===== src/dma_backend_cfg.svh =====
// widths, page geometry and buffer depths of the dma backend, included by the package and rtl
`ifndef DMA_BACKEND_CFG_SVH
`define DMA_BACKEND_CFG_SVH

// word address and data word
`define DMA_ADDR_W 16
`define DMA_DATA_W 32

// request length in words, burst length in beats
`define DMA_LEN_W 12
`define DMA_BLEN_W 5

// page size in words, must be a power of two
`define DMA_PAGE_WORDS 64
// upper bound on beats per burst
`define DMA_MAX_BEATS 16

// buffer depths, all powers of two
`define DMA_REQ_DEPTH 4
`define DMA_DATA_DEPTH 8
// write bursts that may await a response
`define DMA_OUTST_DEPTH 8

`endif


===== src/dma_backend_pkg.sv =====
// request, burst and state types of the dma backend, imported by the rtl and the testbench
`default_nettype none

`include "dma_backend_cfg.svh"

package dma_backend_pkg;

  // ----------------------------------------
  // scalar types
  // ----------------------------------------
  typedef logic [`DMA_ADDR_W-1:0] addr_t;
  typedef logic [`DMA_DATA_W-1:0] word_t;
  // request length in words
  typedef logic [`DMA_LEN_W-1:0] len_t;
  // burst length in beats, 1 up to max beats
  typedef logic [`DMA_BLEN_W-1:0] blen_t;

  // ----------------------------------------
  // transfer descriptors
  // ----------------------------------------
  // one copy request, 46 bits
  typedef struct packed {
    addr_t src;
    addr_t dst;
    len_t  num_words;
    logic  deburst;
    logic  serialize;
  } dma_req_t;

  // one bus burst
  typedef struct packed {
    addr_t addr;
    blen_t len;
  } mem_burst_t;

  // bus burst plus end-of-request marker
  typedef struct packed {
    mem_burst_t burst;
    logic       last;
  } wr_burst_t;

  // splitter fsm
  typedef enum logic {SPLIT_IDLE, SPLIT_ISSUE} split_state_e;

endpackage

`default_nettype wire


===== src/dma_backend.sv =====
// top level of the word dma backend, connects queue, src and dst splitters and data mover
`timescale 1ns/1ps
`default_nettype none

module dma_backend import dma_backend_pkg::*; (
  input  logic       clk_i,
  input  logic       rst_ni,
  // copy requests
  input  dma_req_t   req_i,
  input  logic       req_valid_i,
  output logic       req_ready_o,
  // read bursts and data
  output mem_burst_t rd_req_o,
  output logic       rd_req_valid_o,
  input  logic       rd_req_ready_i,
  input  word_t      rd_data_i,
  input  logic       rd_valid_i,
  output logic       rd_ready_o,
  // write bursts, data and responses
  output mem_burst_t wr_req_o,
  output logic       wr_req_valid_o,
  input  logic       wr_req_ready_i,
  output word_t      wr_data_o,
  output logic       wr_last_o,
  output logic       wr_valid_o,
  input  logic       wr_ready_i,
  input  logic       wr_resp_valid_i,
  output logic       wr_resp_ready_o,
  // status
  output logic       idle_o,
  output logic       trans_complete_o
);

  dma_req_t  cur_req;
  logic      start, src_done, dst_done, q_busy, mover_empty;
  wr_burst_t src_burst, dst_burst;
  logic      dst_burst_valid, dst_burst_ready;

  // ----------------------------------------
  // request queue
  // ----------------------------------------
  dma_req_queue i_req_queue (
    .clk_i           (clk_i),
    .rst_ni          (rst_ni),
    .req_i           (req_i),
    .req_valid_i     (req_valid_i),
    .req_ready_o     (req_ready_o),
    .cur_req_o       (cur_req),
    .start_o         (start),
    .src_done_i      (src_done),
    .dst_done_i      (dst_done),
    .trans_complete_i(trans_complete_o),
    .busy_o          (q_busy)
  );

  // ----------------------------------------
  // splitters, read side drives the bus
  // ----------------------------------------
  dma_burst_splitter i_src_splitter (
    .clk_i(clk_i), .rst_ni(rst_ni), .start_i(start),
    .base_i(cur_req.src), .num_words_i(cur_req.num_words), .deburst_i(cur_req.deburst),
    .burst_o(src_burst), .burst_valid_o(rd_req_valid_o), .burst_ready_i(rd_req_ready_i),
    .done_o(src_done)
  );

  // read bursts carry no end marker
  assign rd_req_o = src_burst.burst;

  dma_burst_splitter i_dst_splitter (
    .clk_i(clk_i), .rst_ni(rst_ni), .start_i(start),
    .base_i(cur_req.dst), .num_words_i(cur_req.num_words), .deburst_i(cur_req.deburst),
    .burst_o(dst_burst), .burst_valid_o(dst_burst_valid), .burst_ready_i(dst_burst_ready),
    .done_o(dst_done)
  );

  // ----------------------------------------
  // data mover
  // ----------------------------------------
  dma_data_mover i_data_mover (
    .clk_i(clk_i), .rst_ni(rst_ni),
    .rd_data_i(rd_data_i), .rd_valid_i(rd_valid_i), .rd_ready_o(rd_ready_o),
    .wr_burst_i(dst_burst), .wr_burst_valid_i(dst_burst_valid),
    .wr_burst_ready_o(dst_burst_ready),
    .wr_req_o(wr_req_o), .wr_req_valid_o(wr_req_valid_o), .wr_req_ready_i(wr_req_ready_i),
    .wr_data_o(wr_data_o), .wr_last_o(wr_last_o), .wr_valid_o(wr_valid_o),
    .wr_ready_i(wr_ready_i),
    .wr_resp_valid_i(wr_resp_valid_i), .wr_resp_ready_o(wr_resp_ready_o),
    .trans_complete_o(trans_complete_o), .empty_o(mover_empty)
  );

  // nothing queued, splitting or buffered
  assign idle_o = !q_busy && src_done && dst_done && mover_empty;

endmodule

`default_nettype wire


===== src/dma_burst_splitter.sv =====
// cuts one word range into page-safe bursts and offers them one per cycle, used for src and dst
`timescale 1ns/1ps
`default_nettype none

`include "dma_backend_cfg.svh"

module dma_burst_splitter import dma_backend_pkg::*; (
  input  logic      clk_i,
  input  logic      rst_ni,
  input  logic      start_i,
  input  addr_t     base_i,
  input  len_t      num_words_i,
  input  logic      deburst_i,
  output wr_burst_t burst_o,
  output logic      burst_valid_o,
  input  logic      burst_ready_i,
  output logic      done_o
);

  localparam int unsigned page_bits = $clog2(`DMA_PAGE_WORDS);

  split_state_e         state_q, state_d;
  addr_t                addr_q;
  len_t                 rem_q;
  logic                 deburst_q;
  logic [page_bits-1:0] page_off;
  len_t                 to_page;
  len_t                 blen;
  logic                 is_last;
  logic                 fire;

  // ----------------------------------------
  // burst length
  // ----------------------------------------
  // words left before the next page boundary
  assign page_off = addr_q[page_bits-1:0];
  assign to_page  = len_t'(`DMA_PAGE_WORDS) - len_t'(page_off);

  // smallest of remaining, to page and max beats
  always_comb begin
    blen = rem_q;
    if (to_page < blen) blen = to_page;
    if (len_t'(`DMA_MAX_BEATS) < blen) blen = len_t'(`DMA_MAX_BEATS);
    // single beats only
    if (deburst_q) blen = len_t'(1);
  end

  assign is_last = rem_q == blen;
  assign fire    = burst_valid_o && burst_ready_i;

  assign burst_o.burst.addr = addr_q;
  assign burst_o.burst.len  = blen_t'(blen);
  assign burst_o.last       = is_last;
  assign burst_valid_o      = state_q == SPLIT_ISSUE;
  assign done_o             = state_q == SPLIT_IDLE;

  // ----------------------------------------
  // fsm
  // ----------------------------------------
  always_comb begin
    state_d = state_q;
    unique case (state_q)
      SPLIT_IDLE:  if (start_i) state_d = SPLIT_ISSUE;
      SPLIT_ISSUE: if (fire && is_last) state_d = SPLIT_IDLE;
      default:     state_d = SPLIT_IDLE;
    endcase
  end

  always_ff @(posedge clk_i or negedge rst_ni) begin
    if (!rst_ni) begin
      state_q <= SPLIT_IDLE;
    end else begin
      state_q <= state_d;
    end
  end

  // cursor, loaded on start and advanced per accepted burst
  always_ff @(posedge clk_i) begin
    if (state_q == SPLIT_IDLE && start_i) begin
      addr_q    <= base_i;
      rem_q     <= num_words_i;
      deburst_q <= deburst_i;
    end else if (fire) begin
      addr_q <= addr_q + addr_t'(blen);
      rem_q  <= rem_q - blen;
    end
  end

endmodule

`default_nettype wire


===== src/dma_data_mover.sv =====
// moves read words to the write channel, frames write beats and retires requests on responses
`timescale 1ns/1ps
`default_nettype none

`include "dma_backend_cfg.svh"

module dma_data_mover import dma_backend_pkg::*; (
  input  logic       clk_i,
  input  logic       rst_ni,
  input  word_t      rd_data_i,
  input  logic       rd_valid_i,
  output logic       rd_ready_o,
  input  wr_burst_t  wr_burst_i,
  input  logic       wr_burst_valid_i,
  output logic       wr_burst_ready_o,
  output mem_burst_t wr_req_o,
  output logic       wr_req_valid_o,
  input  logic       wr_req_ready_i,
  output word_t      wr_data_o,
  output logic       wr_last_o,
  output logic       wr_valid_o,
  input  logic       wr_ready_i,
  input  logic       wr_resp_valid_i,
  output logic       wr_resp_ready_o,
  output logic       trans_complete_o,
  output logic       empty_o
);

  localparam int unsigned dptr_w = $clog2(`DMA_DATA_DEPTH);
  localparam int unsigned dcnt_w = $clog2(`DMA_DATA_DEPTH + 1);
  localparam int unsigned optr_w = $clog2(`DMA_OUTST_DEPTH);
  localparam int unsigned ocnt_w = $clog2(`DMA_OUTST_DEPTH + 1);

  word_t             data_mem [`DMA_DATA_DEPTH];
  blen_t             beat_mem [`DMA_OUTST_DEPTH];
  logic              outst_mem [`DMA_OUTST_DEPTH];
  logic [dptr_w-1:0] data_wptr_q, data_rptr_q;
  logic [dcnt_w-1:0] data_cnt_q;
  logic [optr_w-1:0] beat_wptr_q, beat_rptr_q, outst_wptr_q, outst_rptr_q;
  logic [ocnt_w-1:0] beat_cnt_q, outst_cnt_q;
  blen_t             sent_q;
  logic              complete_q;
  logic              rd_push, aw_fire, w_fire, w_done, resp_pop;

  // ----------------------------------------
  // data fifo, read side in, write side out
  // ----------------------------------------
  assign rd_ready_o = data_cnt_q != dcnt_w'(`DMA_DATA_DEPTH);
  assign rd_push    = rd_valid_i && rd_ready_o;
  assign wr_data_o  = data_mem[data_rptr_q];

  // ----------------------------------------
  // write burst issue
  // ----------------------------------------
  // beat entries retire before their outstanding entry,
  // so outstanding room covers both fifos
  assign wr_req_o         = wr_burst_i.burst;
  assign wr_req_valid_o   = wr_burst_valid_i && outst_cnt_q != ocnt_w'(`DMA_OUTST_DEPTH);
  assign wr_burst_ready_o = wr_req_ready_i && outst_cnt_q != ocnt_w'(`DMA_OUTST_DEPTH);
  assign aw_fire          = wr_req_valid_o && wr_req_ready_i;

  // ----------------------------------------
  // write beats
  // ----------------------------------------
  // beat needs both an issued burst and a buffered word
  assign wr_valid_o = beat_cnt_q != '0 && data_cnt_q != '0;
  assign wr_last_o  = (sent_q + 1'b1) == beat_mem[beat_rptr_q];
  assign w_fire     = wr_valid_o && wr_ready_i;
  assign w_done     = w_fire && wr_last_o;

  // responses in burst order, never stalled
  assign wr_resp_ready_o  = 1'b1;
  assign resp_pop         = wr_resp_valid_i && outst_cnt_q != '0;
  assign trans_complete_o = complete_q;
  assign empty_o = data_cnt_q == '0 && beat_cnt_q == '0 && outst_cnt_q == '0;

  always_ff @(posedge clk_i) begin
    if (rd_push) data_mem[data_wptr_q] <= rd_data_i;
    if (aw_fire) begin
      beat_mem[beat_wptr_q]   <= wr_burst_i.burst.len;
      outst_mem[outst_wptr_q] <= wr_burst_i.last;
    end
  end

  always_ff @(posedge clk_i or negedge rst_ni) begin
    if (!rst_ni) begin
      data_wptr_q  <= '0;
      data_rptr_q  <= '0;
      data_cnt_q   <= '0;
      beat_wptr_q  <= '0;
      beat_rptr_q  <= '0;
      beat_cnt_q   <= '0;
      outst_wptr_q <= '0;
      outst_rptr_q <= '0;
      outst_cnt_q  <= '0;
      sent_q       <= '0;
      complete_q   <= 1'b0;
    end else begin
      if (rd_push) data_wptr_q <= data_wptr_q + 1'b1;
      if (w_fire) data_rptr_q <= data_rptr_q + 1'b1;
      data_cnt_q <= data_cnt_q + dcnt_w'(rd_push) - dcnt_w'(w_fire);
      // beat counter restarts at each burst end
      if (w_done) sent_q <= '0;
      else if (w_fire) sent_q <= sent_q + 1'b1;
      if (aw_fire) beat_wptr_q <= beat_wptr_q + 1'b1;
      if (w_done) beat_rptr_q <= beat_rptr_q + 1'b1;
      beat_cnt_q <= beat_cnt_q + ocnt_w'(aw_fire) - ocnt_w'(w_done);
      if (aw_fire) outst_wptr_q <= outst_wptr_q + 1'b1;
      if (resp_pop) outst_rptr_q <= outst_rptr_q + 1'b1;
      outst_cnt_q <= outst_cnt_q + ocnt_w'(aw_fire) - ocnt_w'(resp_pop);
      // one cycle event for the final burst of a request
      complete_q <= resp_pop && outst_mem[outst_rptr_q];
    end
  end

endmodule

`default_nettype wire


===== src/dma_req_queue.sv =====
// request fifo of the dma backend, drops empty requests and gates each start on the splitters
`timescale 1ns/1ps
`default_nettype none

`include "dma_backend_cfg.svh"

module dma_req_queue import dma_backend_pkg::*; (
  input  logic     clk_i,
  input  logic     rst_ni,
  input  dma_req_t req_i,
  input  logic     req_valid_i,
  output logic     req_ready_o,
  output dma_req_t cur_req_o,
  output logic     start_o,
  input  logic     src_done_i,
  input  logic     dst_done_i,
  input  logic     trans_complete_i,
  output logic     busy_o
);

  localparam int unsigned ptr_w = $clog2(`DMA_REQ_DEPTH);
  localparam int unsigned cnt_w = $clog2(`DMA_REQ_DEPTH + 1);
  // at most one request per outstanding burst, plus the one being split
  localparam int unsigned fl_w = $clog2(`DMA_OUTST_DEPTH + 2);

  dma_req_t         fifo_mem [`DMA_REQ_DEPTH];
  logic [ptr_w-1:0] wptr_q, rptr_q;
  logic [cnt_w-1:0] cnt_q;
  logic [fl_w-1:0]  inflight_q;
  logic             push, pop, empty, discard, gate_open;

  // ----------------------------------------
  // storage
  // ----------------------------------------
  assign empty       = cnt_q == '0;
  assign req_ready_o = cnt_q != cnt_w'(`DMA_REQ_DEPTH);
  assign push        = req_valid_i && req_ready_o;
  assign cur_req_o   = fifo_mem[rptr_q];

  always_ff @(posedge clk_i) begin
    if (push) fifo_mem[wptr_q] <= req_i;
  end

  // ----------------------------------------
  // dispatch
  // ----------------------------------------
  // serialized head waits until nothing else is in flight,
  // a retiring last request counts as gone already
  assign gate_open = !cur_req_o.serialize || inflight_q == '0 ||
                     (inflight_q == fl_w'(1) && trans_complete_i);
  // zero length head leaves without touching the splitters
  assign discard = !empty && cur_req_o.num_words == '0;
  assign start_o = !empty && !discard && src_done_i && dst_done_i && gate_open;
  assign pop     = start_o || discard;
  assign busy_o  = !empty;

  always_ff @(posedge clk_i or negedge rst_ni) begin
    if (!rst_ni) begin
      wptr_q     <= '0;
      rptr_q     <= '0;
      cnt_q      <= '0;
      inflight_q <= '0;
    end else begin
      if (push) wptr_q <= wptr_q + 1'b1;
      if (pop) rptr_q <= rptr_q + 1'b1;
      cnt_q <= cnt_q + cnt_w'(push) - cnt_w'(pop);
      // started but not yet retired requests
      if (start_o && !trans_complete_i) begin
        inflight_q <= inflight_q + 1'b1;
      end else if (!start_o && trans_complete_i) begin
        inflight_q <= inflight_q - 1'b1;
      end
    end
  end

endmodule

`default_nettype wire


===== config.mk =====
export PLATFORM = sky130hd
export DESIGN_NAME = dma_backend
export DESIGN_NICKNAME = d
export VERILOG_FILES = /design/src/dma_backend_pkg.sv /design/src/dma_backend.sv /design/src/dma_burst_splitter.sv /design/src/dma_data_mover.sv /design/src/dma_req_queue.sv
export VERILOG_INCLUDE_DIRS = /design/src
export SDC_FILE = /design/constraint.sdc
export NUM_CORES = 1
export LEC_CHECK = 0
export BUFFER_PORTS_ARGS = -buffer_cell sky130_fd_sc_hd__buf_2
export CAP_MARGIN = 10
export CELL_PAD_IN_SITES_DETAIL_PLACEMENT = 1
export CELL_PAD_IN_SITES_GLOBAL_PLACEMENT = 1
export CORE_MARGIN = 2
export CORE_UTILIZATION = 40
export CTS_CLUSTER_SIZE = 24
export DETAILED_ROUTE_END_ITERATION = 8
export GPL_ROUTABILITY_DRIVEN = 0
export PLACE_DENSITY = 0.68
export REMOVE_ABC_BUFFERS = 1
export SYNTH_ARGS = -nofsm -noshare
export SYNTH_HDL_FRONTEND = slang
export SYNTH_SLANG_ARGS = --single-unit

===== constraint.sdc =====
create_clock -name clk_i -period 6.53 [get_ports clk_i]
set_clock_uncertainty 0.1 [all_clocks]
set_input_delay 0.9795 -clock clk_i [delete_from_list [all_inputs] [get_ports clk_i]]
set_output_delay 0.9795 -clock clk_i [all_outputs]
set_load 0.01 [all_outputs]

==> results of run 1 <==
-- registers in the layout, indices dropped and copies added (netlist names), 4 cells and up --
| name | flops |
|---|---|
| i_data_mover.beat_mem | 40 |
| i_data_mover.beat_cnt_q | 4 |
| i_data_mover.outst_mem | 8 |
| i_data_mover.sent_q | 5 |
| i_data_mover.data_mem | 256 |
| i_dst_splitter.addr_q | 16 |
| i_data_mover.data_cnt_q | 4 |
| i_req_queue.fifo_mem | 184 |
| i_data_mover.outst_cnt_q | 4 |
| i_dst_splitter.rem_q | 12 |
| i_req_queue.inflight_q | 4 |
| i_src_splitter.addr_q | 16 |
| i_src_splitter.rem_q | 12 |
-- worst reg2reg max path: stages, from the launching register on --
cell and delay [ns]:
sky130_fd_sc_hd__edfxtp_1 0.46, sky130_fd_sc_hd__inv_1 0.13, sky130_fd_sc_hd__ha_1 0.27, sky130_fd_sc_hd__nand2_1 0.12, sky130_fd_sc_hd__xor2_1 0.25, sky130_fd_sc_hd__ha_1 0.31
sky130_fd_sc_hd__a21o_1 0.19, sky130_fd_sc_hd__a211oi_1 0.29, sky130_fd_sc_hd__o21ai_0 0.21, sky130_fd_sc_hd__a211o_1 0.31, sky130_fd_sc_hd__a21o_1 0.21, sky130_fd_sc_hd__nor2_1 0.60
sky130_fd_sc_hd__ha_1 0.40, sky130_fd_sc_hd__nor2b_1 0.17, sky130_fd_sc_hd__o31a_1 0.27, sky130_fd_sc_hd__or4_1 0.46, sky130_fd_sc_hd__a21bo_2 0.24, sky130_fd_sc_hd__a21boi_1 0.24
sky130_fd_sc_hd__xor2_1 0.18, sky130_fd_sc_hd__a21oi_1 0.08
-- per-stage QoR --
step           cells  worst slack, ns
5_1_grt         2732           0.3665
3_3_place_gp    2611            1.008
6_report        2732           0.7660
4_1_cts         2732           0.8011
3_5_place_dp    2611           0.8296
2_1_floorplan   1565            1.327
-- metal layers --
layer / GRT usage, % / routed length (µm) / vias up
met4: 5.077 / 1042 / 16
met5: 0 / 110 / -
li1: - / - / 6632
met1: 21.45 / 23760 / 7374
met2: 31.48 / 30250 / 252
met3: 3.255 / 2550 / 91
-- worst max-delay path by stage --
stage,start,to,slack [ns],cells after the start
4_1_cts,i_dst_splitter.addr_q[1]$_DFFE_PP_,i_dst_splitter.addr_q[12]$_DFFE_PP_,0.80,19
3_5_place_dp,i_dst_splitter.addr_q[1]$_DFFE_PP_,i_dst_splitter.addr_q[12]$_DFFE_PP_,0.83,19
6_report,i_dst_splitter.addr_q[1]$_DFFE_PP_,i_dst_splitter.addr_q[12]$_DFFE_PP_,0.77,19
2_1_floorplan,i_req_queue.rptr_q[0]$_DFFE_PN0N_,i_req_queue.inflight_q[3]$_DFFE_PN0P_,1.33,9
3_3_place_gp,i_dst_splitter.addr_q[1]$_DFFE_PP_,i_dst_splitter.addr_q[12]$_DFFE_PP_,1.01,19
5_1_grt,i_dst_splitter.addr_q[1]$_DFFE_PP_,i_dst_splitter.addr_q[11]$_DFFE_PP_,0.37,19
-- power groups by stage --
stage               registers (W)  clock network [W]  logic, W
finish                    0.00584            0.00371   0.00473
global route              0.00597            0.00394   0.00529
CTS                       0.00588            0.00381   0.00480
detailed placement        0.00594                  0   0.00475
global placement          0.00588                  0   0.00459
floorplan                 0.00586                  0   0.00330
-- cell usage in the layout (no fill, tap or decap), types with 7 or more instances in the layout --
master,n
sky130_fd_sc_hd__a21o_1,27
sky130_fd_sc_hd__a21oi_1,57
sky130_fd_sc_hd__buf_2,167
sky130_fd_sc_hd__buf_4,24
sky130_fd_sc_hd__bufinv_16,7
sky130_fd_sc_hd__clkbuf_1,13
sky130_fd_sc_hd__clkbuf_16,66
sky130_fd_sc_hd__clkinv_1,14
sky130_fd_sc_hd__clkinv_2,12
sky130_fd_sc_hd__conb_1,27
sky130_fd_sc_hd__dfrtp_1,45
sky130_fd_sc_hd__edfxtp_1,546
sky130_fd_sc_hd__fa_1,8
sky130_fd_sc_hd__ha_1,94
sky130_fd_sc_hd__inv_1,67
sky130_fd_sc_hd__mux2_2,36
sky130_fd_sc_hd__mux2i_1,22
sky130_fd_sc_hd__mux4_2,118
sky130_fd_sc_hd__nand2_1,100
sky130_fd_sc_hd__nand2b_1,23
sky130_fd_sc_hd__nand3_1,12
sky130_fd_sc_hd__nor2_1,70
sky130_fd_sc_hd__nor2b_1,7
sky130_fd_sc_hd__nor3_1,34
sky130_fd_sc_hd__nor4_1,9
sky130_fd_sc_hd__o21a_1,7
sky130_fd_sc_hd__o21ai_0,65
sky130_fd_sc_hd__xnor2_1,42
sky130_fd_sc_hd__xor2_1,38
-- kinds of logic after synthesis --
logic type	Yosys count	share of synthesized area, %
AO/OA/AOI/OAI	216	5.123
XOR/XNOR	80	2.679
adder cells (fa/ha/maj)	102	5.108
buffers and inverters	116	1.794
flip-flops	595	67.36
multiplexers	176	12.55
other	2	0.02871
AND/OR/NAND/NOR	300	5.352
-- final cells by class --
class | count | area share, %
sequential | 595 | 58.13
multi-input combinational | 901 | 27.00
clock buffer | 79 | 5.606
tap | 855 | 3.527
timing repair buffer | 191 | 3.349
clock inverter | 42 | 1.534
inverter | 69 | 0.8538
==> out/metrics.csv, run 1 <==
metric,value,unit
power.switching_fraction,33.13,%
cts_sinks,595,
worst-path-max-fanout,10,
timing_worst_setup_path_type,register to register,
share_comb_of_total_power,33.1,%
aggregate_negative_setup_slack,0,ns
power.switching,0.004733,W
die_ar,67460,µm²
timing_hold_violations_final,0,
dp_hpwl,36630,µm
multi_input_area,8192,µm²
synth.top_cell.area_share,62.68,%
initial_utilization,40.51,%
cts_tree,yes,
max_incr_delay_on_cp,0.60,ns
postRouteAntennaNets,0,
grt_start_max_net_pins,52,
pin_count,169,
drt-pass1-iter-count,5,
min_delay_path_depth,1,
synth_edf_count,546,
grt_util_all_layers,17.51,%
final_routed_wire_length_divided_by_cell_count,21.13,µm
postLayoutCoreUtil,46.97,%
p_int,0.009553,W
antenna_found_initial,9,
ctsHoldBuffers,0,
r2r_slack,0.77,ns
worst_hold_path.endpoint,i_req_queue.inflight_q[3]$_DFFE_PN0P_,
cts_inserted_buffers,66,
slowest_stage,sky130_fd_sc_hd__nor2_1,
leakage,10.80,nW
worst-r2r-cell-count,19,
htree_num_levels,3,
synthesis.area,26160,µm²
grt.overflow.total,0,
power.ir.vdd_worst,255.9,µV
grt_setup_unrepaired,no,
postSynthAreaPerCell,16.48,µm²
status,"complete, no violations",
yosysSeqAreaShare,67.36,%
setup.worst_path.end_class,register,
finalPower,0.01429,W
worst_path_dominant_cell_family,compound AO/OA/AOI/OAI gates,
layout_min_cycle_time,5.764,ns
setup_viol,0,
min-delay-start,i_req_queue.inflight_q[3]$_DFFE_PN0P_,
yosysWarnings,0,
synthTopCellsByCount,"sky130_fd_sc_hd__edfxtp_1, sky130_fd_sc_hd__mux4_2, sky130_fd_sc_hd__nand2_1, sky130_fd_sc_hd__ha_1, sky130_fd_sc_hd__nor2_1",
cts_setup_buffers,0,
most_repeated_cell_in_the_gate_level_netlist_after_synthesis,sky130_fd_sc_hd__edfxtp_1,
overall_die_width,259.7,µm
via_count,14365,
tightestPinTransition,1.116,ns
yosysTopAreaCell,sky130_fd_sc_hd__edfxtp_1,
ctsResizeCount,0,
crit-reg2reg-launch,i_dst_splitter.addr_q[1]$_DFFE_PP_,
nFillCells,6344,
cts.reportedPaths.clkPinSlew,0.06,ns
detail_route.wirelength,57720,µm
critical-path-top-cell-by-count,sky130_fd_sc_hd__ha_1,
max_freq,173.5,MHz
cts_root_buf,sky130_fd_sc_hd__clkbuf_16,
clk_latency_worst_skew_pair,0.61,ns
wire_length_of_the_first_global_routing_pass,91170,µm
power-per-cell-area,471.0,nW/µm²
final_max_slew_viol_count,0,
synth_flop_cell,sky130_fd_sc_hd__edfxtp_1,
layout_cells_sized_above_1,24.61,%
place.port_buffers,167,
detail_route.drc_violations,0,
ff_latch_area,17630,µm²
timing.critical_path.cells,"inv_1, ha_1, nand2_1, xor2_1, ha_1, a21o_1, a211oi_1, o21ai_0, a211o_1, a21o_1, nor2_1, ha_1, nor2b_1, o31a_1, or4_1, a21bo_2, a21boi_1, xor2_1, a21oi_1",
asyncSetResetFlopFracSynth,8.235,%
cts_max_path_buffers,3,
timing.rr.end,i_dst_splitter.addr_q[12]$_DFFE_PP_,
p_clk_share,26.0,%
num_rows,93,
crit_buf_inv,1,
floorplan.die.height,259.7,µm
crit_path_start_kind,register,
final.hold.worst_slack,0.3753,ns
finalNetCount,2012,
synth_cell_type_count,66,
routed_via_density,5.258,
synth_area_leaders,"sky130_fd_sc_hd__edfxtp_1, sky130_fd_sc_hd__mux4_2, sky130_fd_sc_hd__dfrtp_1",
worst_path_arrival,5.99,ns
syn_to_final_growth,15.96,%
max_slew_margin,24.62,%
period_utilization_post_route,88.27,%
core,64580,µm²
sequential_fraction_of_design_power,40.9,%
drt_iter0_drc,916,
worstPathRequired,6.76,ns
insertedDiodeCount,0,
finalInstanceArea,30330,µm²
placed_standard_cell_area,28170,µm²
hp-class,register to register,
drv.max_cap_violation_count,0,
postSynthRegisterBits,595,
via_count_of_the_first_global_routing_pass,15886,
syn_inst,1587,
No activity file was read; power rests on OpenSTA's default activity.
==> run 2, diff against run 1 <==
--- a/config.mk
+++ b/config.mk
@@ -15,7 +15,7 @@
 export CTS_CLUSTER_SIZE = 24
 export DETAILED_ROUTE_END_ITERATION = 8
 export GPL_ROUTABILITY_DRIVEN = 0
-export PLACE_DENSITY = 0.68
+export PLACE_DENSITY = 0.71
 export REMOVE_ABC_BUFFERS = 1
 export SYNTH_ARGS = -nofsm -noshare
 export SYNTH_HDL_FRONTEND = slang
==> constraint.sdc (replaced) <==
create_clock -name clk_i -period 5.3 [get_ports clk_i]
set_clock_uncertainty 0.1 [all_clocks]
set_input_delay 0.795 -clock clk_i [delete_from_list [all_inputs] [get_ports clk_i]]
set_output_delay 0.795 -clock clk_i [all_outputs]
set_load 0.01 [all_outputs]
==> out/metrics.csv, run 2 (same netlist as run 1, synthesis figures left out) <==
metric,value,unit
via_count,14617,
worst_path_dominant_cell_family,compound AO/OA/AOI/OAI gates,
crit_path_start_kind,register,
worst_path_arrival,5.28,ns
cts_inserted_buffers,66,
worstPathRequired,5.55,ns
power-per-cell-area,577.4,nW/µm²
largest_reg_flops,256,
layout_top_registers,"i_data_mover.data_mem: 256 flops, i_req_queue.fifo_mem: 184 flops, i_data_mover.beat_mem: 40 flops",
postRouteAntennaNets,0,
place.port_buffers,167,
grt_start_max_net_pins,50,
wire_length_of_the_first_global_routing_pass,91760,µm
period_utilization_post_route,94.96,%
max_incr_delay_on_cp,0.47,ns
antenna_found_initial,9,
worst-path-max-fanout,6,
overall_die_width,259.7,µm
drv.max_cap_violation_count,0,
routed_via_density,5.317,
hp-class,input pin to asynchronous set/reset pin,
use_met1,21.05,%
tightestPinTransition,1.014,ns
grt_util_met2,31.75,%
final.setup.worst_slack,0.2669,ns
die_ar,67460,µm²
layout_cells_sized_above_1,25.57,%
syn_to_final_growth,16.31,%
mostFrequentLayoutCell,sky130_fd_sc_hd__edfxtp_1,
layout_min_cycle_time,5.033,ns
max_freq,198.7,MHz
cts_root_buf,sky130_fd_sc_hd__clkbuf_16,
globalRoute.busiestLayer,met2,
via_count_of_the_first_global_routing_pass,16141,
cts_max_path_buffers,3,
aggregate_negative_setup_slack,0,ns
power.ir.vdd_worst,313.6,µV
max_slew_margin,32.40,%
setup_viol,0,
detail_route.drc_violations,0,
final_routed_wire_length_divided_by_cell_count,21.35,µm
initial_utilization,40.51,%
drt_iter0_drc,808,
layout_common_cells,"sky130_fd_sc_hd__edfxtp_1, sky130_fd_sc_hd__buf_2, sky130_fd_sc_hd__mux4_2",
regMostFlops,i_data_mover.data_mem,
grt.overflow.total,0,
cts_tree,yes,
dp_hpwl,38130,µm
dp_worst_setup_slack,0.004467,ns
num_rows,93,
postLayoutCoreUtil,47.11,%
finalNetCount,2030,
leakage,10.85,nW
grt_setup_unrepaired,no,
ctsHoldBuffers,0,
pin_count,169,
clk_latency_worst_skew_pair,0.61,ns
drt-pass1-iter-count,5,
status,"complete, no violations",
grt_util_all_layers,17.63,%
htree_num_levels,3,
timing_hold_violations_final,0,
timing.critical_path.cells,"inv_1, ha_2, nand2_1, xor2_2, ha_1, a21o_1, a211oi_1, o21ai_1, a211o_1, a21o_1, nor2_1, ha_1, nor2b_1, o31a_1, or4_1, a21bo_2, a21boi_2, xor2_1, a21oi_1",
cts.reportedPaths.clkPinSlew,0.06,ns
grt_util_met3,3.567,%
timing_worst_setup_path_type,register to register,
detail_route.wirelength,58690,µm
final_max_slew_viol_count,0,
cts_sinks,595,
finalPower,0.01757,W
core,64580,µm²
floorplan.die.height,259.7,µm
slowest_stage,sky130_fd_sc_hd__or4_1,
setup.worst_path.end_class,register,
crit_buf_inv,1,
-- run 2: through the flow --
stage,hold slack (ns),instances,cell area (µm²)
floorplan,0.3417,1565,26040
global placement,0.3551,2627,28290
detailed placement,0.3787,2628,28290
CTS,0.2179,2748,30400
global route,0.2688,2748,30420
finish,0.2054,2749,30430
-- run 2: layout make-up --
| type | instances | area (µm²) |
|---|---|---|
| antenna | 1 | 2.502 |
| clock buffer | 81 | 1718 |
| clock inverter | 38 | 376.6 |
| inverter | 69 | 259.0 |
| fill | 6296 | 34160 |
| sequential | 595 | 17630 |
| tap | 855 | 1070 |
| timing repair buffer | 209 | 1149 |
| multi-input combinational | 901 | 8219 |
-- run 2: layer usage --
| layer | up-vias | share of wire, % |
|---|---|---|
| met2 | 328 | 52 |
| li1 | 6673 | - |
| met5 | - | 0.21 |
| met1 | 7483 | 40 |
| met3 | 115 | 4.8 |
| met4 | 18 | 2.5 |
-- run 2: power by group --
group	switching, W	total, W	internal (W)
Clock	0.00190	0.00445	0.00254
Combinational	0.00320	0.00593	0.00273
Sequential	0.000759	0.00719	0.00643
Total	0.00587	0.0176	0.0117
-- run 2: path summary, 6_finish.rpt --
kind / startpoint / to / slack [ns] / cells past startpoint
max in group asynchronous: rst_ni / i_data_mover.data_rptr_q[0]$_DFFE_PN0P_ / 4.34 / 2
worst max-delay path: i_dst_splitter.addr_q[1]$_DFFE_PP_ / i_dst_splitter.addr_q[12]$_DFFE_PP_ / 0.27 / 19
worst min-delay path: rst_ni / i_req_queue.cnt_q[0]$_DFF_PN0_ / 0.21 / 2
worst max register to register: i_dst_splitter.addr_q[1]$_DFFE_PP_ / i_dst_splitter.addr_q[12]$_DFFE_PP_ / 0.27 / 19
min in group clk_i: req_i[22] / i_req_queue.fifo_mem[3][22]$_DFFE_PP_ / 0.30 / 1
worst min register to register: i_req_queue.inflight_q[3]$_DFFE_PN0P_ / i_req_queue.inflight_q[3]$_DFFE_PN0P_ / 0.39 / 1
-- run 2: what timing repair did --
item / in CTS / in global routing
hold endpoints to repair: 0 / 0
setup endpoints to repair: 1 / 14
setup buffers: 1 / 0
gates resized for setup: 0 / 9
